--- config.mk ---
export PLATFORM = sky130hd
export DESIGN_NAME = spm_cfg_regs_flat
export DESIGN_NICKNAME = d
export VERILOG_FILES = /design/src/spm_pkg.sv /design/src/spm_stat_if.sv /design/src/spm_cfg_regs.sv /design/src/flat_wrapper.sv
export VERILOG_INCLUDE_DIRS = /design/src /design/src/src
export SDC_FILE = /design/constraint.sdc
export NUM_CORES = 1
export LEC_CHECK = 0
export BUFFER_PORTS_ARGS = -buffer_cell sky130_fd_sc_hd__buf_2
export CORE_MARGIN = 8
export CORE_UTILIZATION = 35
export DETAILED_ROUTE_END_ITERATION = 8
export GPL_ROUTABILITY_DRIVEN = 1
export HOLD_SLACK_MARGIN = 0.1
export PLACE_DENSITY_LB_ADDON = 0.25
export SETUP_SLACK_MARGIN = 0.05
export SYNTH_ARGS = -nofsm -noshare
export SYNTH_HDL_FRONTEND = slang
export SYNTH_SLANG_ARGS = --single-unit
export TNS_END_PERCENT = 20
--- constraint.sdc ---
create_clock -name clk_i -period 1.86 [get_ports clk_i]
set_clock_uncertainty 0.1 [all_clocks]
set_input_delay 0.372 -clock clk_i [delete_from_list [all_inputs] [get_ports clk_i]]
set_output_delay 0.372 -clock clk_i [all_outputs]
set_load 0.1 [all_outputs]
--- src/spm_consts.svh ---
// Scratchpad memory constants
`ifndef SPM_CONSTS_SVH
`define SPM_CONSTS_SVH

// Bank word width and byte strobe count
`define SPM_DATA_W 32
`define SPM_STRB_W (`SPM_DATA_W / 8)

// Bank count and bank index width
`define SPM_NUM_BANKS 4
`define SPM_BANK_W 2

// Rows per bank and row index width
`define SPM_ROWS 256
`define SPM_ROW_W 8

// Word address covers every bank and row
`define SPM_ADDR_W (`SPM_BANK_W + `SPM_ROW_W)

`define SPM_CNT_W 16
`define SPM_CFG_ADDR_W 3

`endif

--- src/spm_pkg.sv ---
// Scratchpad memory types
`include "spm_consts.svh"

package spm_pkg;

  // Address mapping mode held in config register 0
  typedef enum logic {
    MAP_INTERLEAVED = 1'b0,
    MAP_CONTIGUOUS  = 1'b1
  } map_mode_e;

  // Interleaved view
  // consecutive words rotate through the banks
  typedef struct packed {
    logic [`SPM_ROW_W-1:0]  row;
    logic [`SPM_BANK_W-1:0] bank;
  } addr_il_t;

  // Contiguous view
  // each bank owns one block of rows
  typedef struct packed {
    logic [`SPM_BANK_W-1:0] bank;
    logic [`SPM_ROW_W-1:0]  row;
  } addr_ct_t;

  // One word address read through the view the mode selects
  typedef union packed {
    addr_il_t il;
    addr_ct_t ct;
  } spm_addr_u;

endpackage

--- src/spm_stat_if.sv ---
// Mapper to config block link
`include "spm_consts.svh"

interface spm_stat_if;

  spm_pkg::map_mode_e      mode;
  logic                    stall;

  // One report per accepted memory request
  logic                    acc_valid;
  logic [`SPM_BANK_W-1:0]  acc_bank;

  modport regs (
    output mode, stall,
    input  acc_valid, acc_bank
  );

  modport mapper (
    input  mode, stall,
    output acc_valid, acc_bank
  );

endinterface

--- src/spm_cfg_regs.sv ---
// Scratchpad configuration registers
`include "spm_consts.svh"

module spm_cfg_regs (
  input  logic                       clk_i,
  input  logic                       rst_n_i,

  input  logic                       cfg_valid_i,
  input  logic                       cfg_we_i,
  input  logic [`SPM_CFG_ADDR_W-1:0] cfg_addr_i,
  input  logic [`SPM_DATA_W-1:0]     cfg_wdata_i,
  output logic [`SPM_DATA_W-1:0]     cfg_rdata_o,

  spm_stat_if.regs                   stat
);

  logic                       cfg_wr;
  logic                       mode_wr;
  spm_pkg::map_mode_e         mode_q;
  logic                       stall_q;
  logic [`SPM_NUM_BANKS-1:0]  cnt_clr;
  logic [`SPM_NUM_BANKS-1:0]  cnt_inc;
  logic [`SPM_CNT_W-1:0]      cnt_q [`SPM_NUM_BANKS];

  assign cfg_wr  = cfg_valid_i && cfg_we_i;
  assign mode_wr = cfg_wr && (cfg_addr_i == '0);

  // Stall lasts the single cycle in which the new mode applies
  always_ff @(posedge clk_i or negedge rst_n_i) begin
    if (!rst_n_i) begin
      mode_q  <= spm_pkg::MAP_INTERLEAVED;
      stall_q <= 1'b0;
    end else begin
      stall_q <= mode_wr;
      if (mode_wr) begin
        mode_q <= spm_pkg::map_mode_e'(cfg_wdata_i[0]);
      end
    end
  end

  assign stat.mode  = mode_q;
  assign stat.stall = stall_q;

  // Counters sit at addresses 1 to 4
  for (genvar b = 0; b < `SPM_NUM_BANKS; b++) begin : gen_cnt_ctl
    assign cnt_clr[b] = cfg_wr && (cfg_addr_i == `SPM_CFG_ADDR_W'(b + 1));
    assign cnt_inc[b] = stat.acc_valid && (stat.acc_bank == `SPM_BANK_W'(b));
  end

  // Clear wins over a same-cycle increment; count saturates at all ones
  always_ff @(posedge clk_i or negedge rst_n_i) begin
    if (!rst_n_i) begin
      for (int b = 0; b < `SPM_NUM_BANKS; b++) begin
        cnt_q[b] <= '0;
      end
    end else begin
      for (int b = 0; b < `SPM_NUM_BANKS; b++) begin
        if (cnt_clr[b]) begin
          cnt_q[b] <= '0;
        end else if (cnt_inc[b] && (cnt_q[b] != '1)) begin
          cnt_q[b] <= cnt_q[b] + 1'b1;
        end
      end
    end
  end

  // Read mux with zero for unmapped addresses
  always_comb begin
    cfg_rdata_o = '0;
    if (cfg_addr_i == '0) begin
      cfg_rdata_o[0] = mode_q;
    end
    for (int b = 0; b < `SPM_NUM_BANKS; b++) begin
      if (cfg_addr_i == `SPM_CFG_ADDR_W'(b + 1)) begin
        cfg_rdata_o[`SPM_CNT_W-1:0] = cnt_q[b];
      end
    end
  end

endmodule

--- src/flat_wrapper.sv ---
// flat-port wrapper written by rule: the top's interface ports become plain ports
module spm_cfg_regs_flat 
  (clk_i, rst_n_i, cfg_valid_i, cfg_we_i, cfg_addr_i, cfg_wdata_i, cfg_rdata_o, stat_mode, stat_stall, stat_acc_valid, stat_acc_bank);
  spm_stat_if stat_i ();
  input  logic clk_i;
  input  logic rst_n_i;
  input  logic cfg_valid_i;
  input  logic cfg_we_i;
  input  logic [`SPM_CFG_ADDR_W-1:0] cfg_addr_i;
  input  logic [`SPM_DATA_W-1:0] cfg_wdata_i;
  output logic [`SPM_DATA_W-1:0] cfg_rdata_o;
  output wire logic [$bits(stat_i.mode)-1:0] stat_mode;
  output wire logic [$bits(stat_i.stall)-1:0] stat_stall;
  input wire logic [$bits(stat_i.acc_valid)-1:0] stat_acc_valid;
  input wire logic [$bits(stat_i.acc_bank)-1:0] stat_acc_bank;
  assign stat_mode = stat_i.mode;
  assign stat_stall = stat_i.stall;
  assign stat_i.acc_valid = stat_acc_valid;
  assign stat_i.acc_bank = stat_acc_bank;
  spm_cfg_regs u_core (.clk_i(clk_i), .rst_n_i(rst_n_i), .cfg_valid_i(cfg_valid_i), .cfg_we_i(cfg_we_i), .cfg_addr_i(cfg_addr_i), .cfg_wdata_i(cfg_wdata_i), .cfg_rdata_o(cfg_rdata_o), .stat(stat_i));
endmodule
==> flow_summary.yaml <==
synth:
  synth_compound_area_frac: 0.2026
  async_reset_ff_frac: 1.000
  ys_seq_area_frac: 0.3699
  synth-simple-area-share: 0.2693
  syn_area_sq_mm: 0.004466
  ys.flop_type: "dfrtp_1"
  synth_edf_count: 0
  yosys_register_bits: 66
  synth_mux_area_frac: 0.08350
  synth-xor-area-share: 0
  synthAdderAreaFrac: 0.01121
  synth.distinct_cells: 55
  synthCells: 506
  ys_warn_count: 0
  syn_area_per_cell_sq_um: 8.825
  synth_top_family_by_area: "simple AND/OR/NAND/NOR gates"
clock_tree:
  cts_root_buffer: "clkbuf_16"
  cts_inserted_buffers: 9
  cts_tree: "done"
  clock_path_buffers: 2
  htree_levels: 3
  clock_sinks: 66
  clk_latency_ps: 340
  clkTransAtPathRegs_ps: 60
routing:
  routed_wl_mm: 13.88
  vias: 4563
  first_pass_iters: 5
  ant_nets: 0
  drt_iter0_drc: 273
  route.detailed.wl_per_inst_um: 17.01
  drc_errors: 0
  via_per_inst: 5.592
critical_path:
  max_stage_delay_ps: 380
  path_max_fanout: 3
  crit_path_start_kind: "flop"
  end_kind: "primary output"
  worstPathArrival_ps: 1590
  cp_slowest_cell: "dfrtp_1"
  critPathRequiredTime_ps: 1390
  crit_chain: "buf_6 > mux2i_1 > nor2_1 > a31oi_2 > o22ai_4 > buf_12"
  path_class: "reg -> out"
sta:
  rsz0062_at_grt: "yes"
  max_freq_mhz: 485.7
  finalSetupViolCount: 17
  hold_viol: 0
  tns_ps: -840.4
  finalWorstSetupSlack_ps: -198.9
  fin_crit_ps: 2059
  period_share: 1.107
  final-max-slew-violation-count: 0
place:
  gp_congestion: 0.9114
  numPortBuffers: 28
  dpl.hpwl_mm: 10.27
status:
  violations: "negative setup slack"
  status: "finished with violations"
power:
  ir_worst_vdd_v: 0.0006358
  power_w: 0.005164
  powerDensity_mw_per_mm2: 772.2
  leakagePower_nw: 2.686
grt:
  grt_max_degree: 67
  grt_pass1_wl_mm: 22.84
  gr-usage-all-layers: 0.1745
  grt_pass1_vias: 4450
  antenna_found_initial: 0
  grt_overflow: 0
die:
  die_area_sq_mm: 0.01663
  die_h_um: 129.0
  rows: 41
  die_w_um: 129.0
  io_pins: 76
  design.core.area_sq_mm: 0.01252
  start_util: 0.3568
cells_and_area:
  mostFrequentLayoutCell: "buf_4"
  fillCellCount: 1170
  antenna_cells: 0
  fin_util: 0.5343
  area_growth_pct: 49.76
  final_nets: 685
  drive_gt1_frac: 0.3975
  layout_common_cells: "buf_4 (108), nand2_1 (57), dfrtp_1 (55), a21oi_1 (39), mux2i_1 (26)"
hold_path:
  min-delay-path-class: "in -> reg"
run:
  drv_cap: 0
## cells in the mapped netlist (4+ instances only)
library cell / number / share of area
a22oi_1: 15 / 0.025
or4_1: 23 / 0.039
dfrtp_1: 66 / 0.37
o31ai_1: 20 / 0.034
a21oi_1: 46 / 0.052
a211oi_1: 4 / 0.0067
ha_1: 4 / 0.011
nor3_1: 10 / 0.011
nand4_1: 16 / 0.022
nand2_1: 59 / 0.050
buf_2: 13 / 0.015
and3_1: 8 / 0.011
nor2_1: 9 / 0.0076
or3_1: 7 / 0.0098
and2_1: 4 / 0.0056
nand3_1: 21 / 0.024
o22ai_1: 16 / 0.022
a2111o_1: 5 / 0.013
o21ai_0: 17 / 0.019
inv_1: 5 / 0.0042
mux2i_1: 35 / 0.078
and4_1: 9 / 0.018
clkbuf_1: 13 / 0.011
nand2b_1: 19 / 0.027
buf_4: 17 / 0.029
## registers in the layout, indices dropped and copies added, names as in the netlist
| register | flops |
|---|---|
| u_core.stat.stall | 1 |
| u_core.cnt_q | 64 |
| u_core.stat.mode | 1 |
## worst max-delay path: cells and delay by family, from the launching register on
kind	cells	cell delay [ps]
AO/OA/AOI/OAI	2	330
buffers and inverters	2	300
multiplexers	1	140
AND/OR/NAND/NOR	1	80
flip-flops	1	380
## layer usage
| layer | track usage | vias up | routed length (um) |
|---|---|---|---|
| li1 | - | 2183 | - |
| met1 | 0.2068 | 2256 | 5764 |
| met2 | 0.3045 | 107 | 7201 |
| met3 | 0.03930 | 17 | 678 |
| met4 | 0.05874 | 0 | 240 |
| met5 | 0 | - | 0 |
## power breakdown
group / internal [W] / total (W) / switching, W
Sequential: 0.00161 / 0.00178 / 0.000168
Combinational: 0.000682 / 0.00163 / 0.000952
Clock: 0.00111 / 0.00175 / 0.000642
Total: 0.00340 / 0.00516 / 0.00176
## logic make-up after synthesis
logic type      after synthesis
fa+ha+maj                     4
simple gates                207
other cells                   1
buf+inv                      51
mux                          37
flops                        66
compound gates              140
## path summary, 6_finish.rpt
check / endpoint / cells after the start / slack, ps / start
worst max-delay path: cfg_rdata_o[0] / 6 / -200 / u_core.cnt_q[48]
worst min-delay path: u_core.stat.mode / 2 / 170 / cfg_wdata_i[0]
worst min register to register: u_core.cnt_q[31] / 1 / 430 / u_core.cnt_q[31]
worst max register to register: u_core.cnt_q[15] / 6 / -40 / u_core.cnt_q[3]
max in group asynchronous: u_core.stat.mode / 3 / 840 / rst_n_i
min in group asynchronous: u_core.cnt_q[51] / 3 / 470 / rst_n_i
## cell type report
class,instances,area [sq um],share of cell area
Tap cell,172,215.2,0.03218
Clock inverter,2,35.03,0.005239
Multi-Input combinational cell,404,3068,0.4587
Clock buffer,14,264.0,0.03948
Sequential cell,66,1668,0.2494
Timing Repair Buffer,153,1419,0.2122
Inverter,5,18.77,0.002806
## stage by stage
stage | setup slack, ps | cell area, sq um | cells | hold slack, ps
after detailed placement | -117.8 | 5936 | 782 | 328.6
after floorplan | -87.59 | 4812 | 521 | -23.59
after global placement | -96.52 | 5936 | 782 | 327.2
final | -198.9 | 6688 | 816 | 172.5
after global routing | -249.5 | 6688 | 816 | 166.9
after CTS | -184.2 | 6432 | 805 | 162.3
## timing repair
item,in CTS,in global routing
buffers inserted,6,11
endpoints found under the setup margin,38,56
pin swaps,10,13
hold endpoints to repair,66,0
hold buffers,1,0
gates resized for setup,34,53
(Power assumes the default switching activity.)
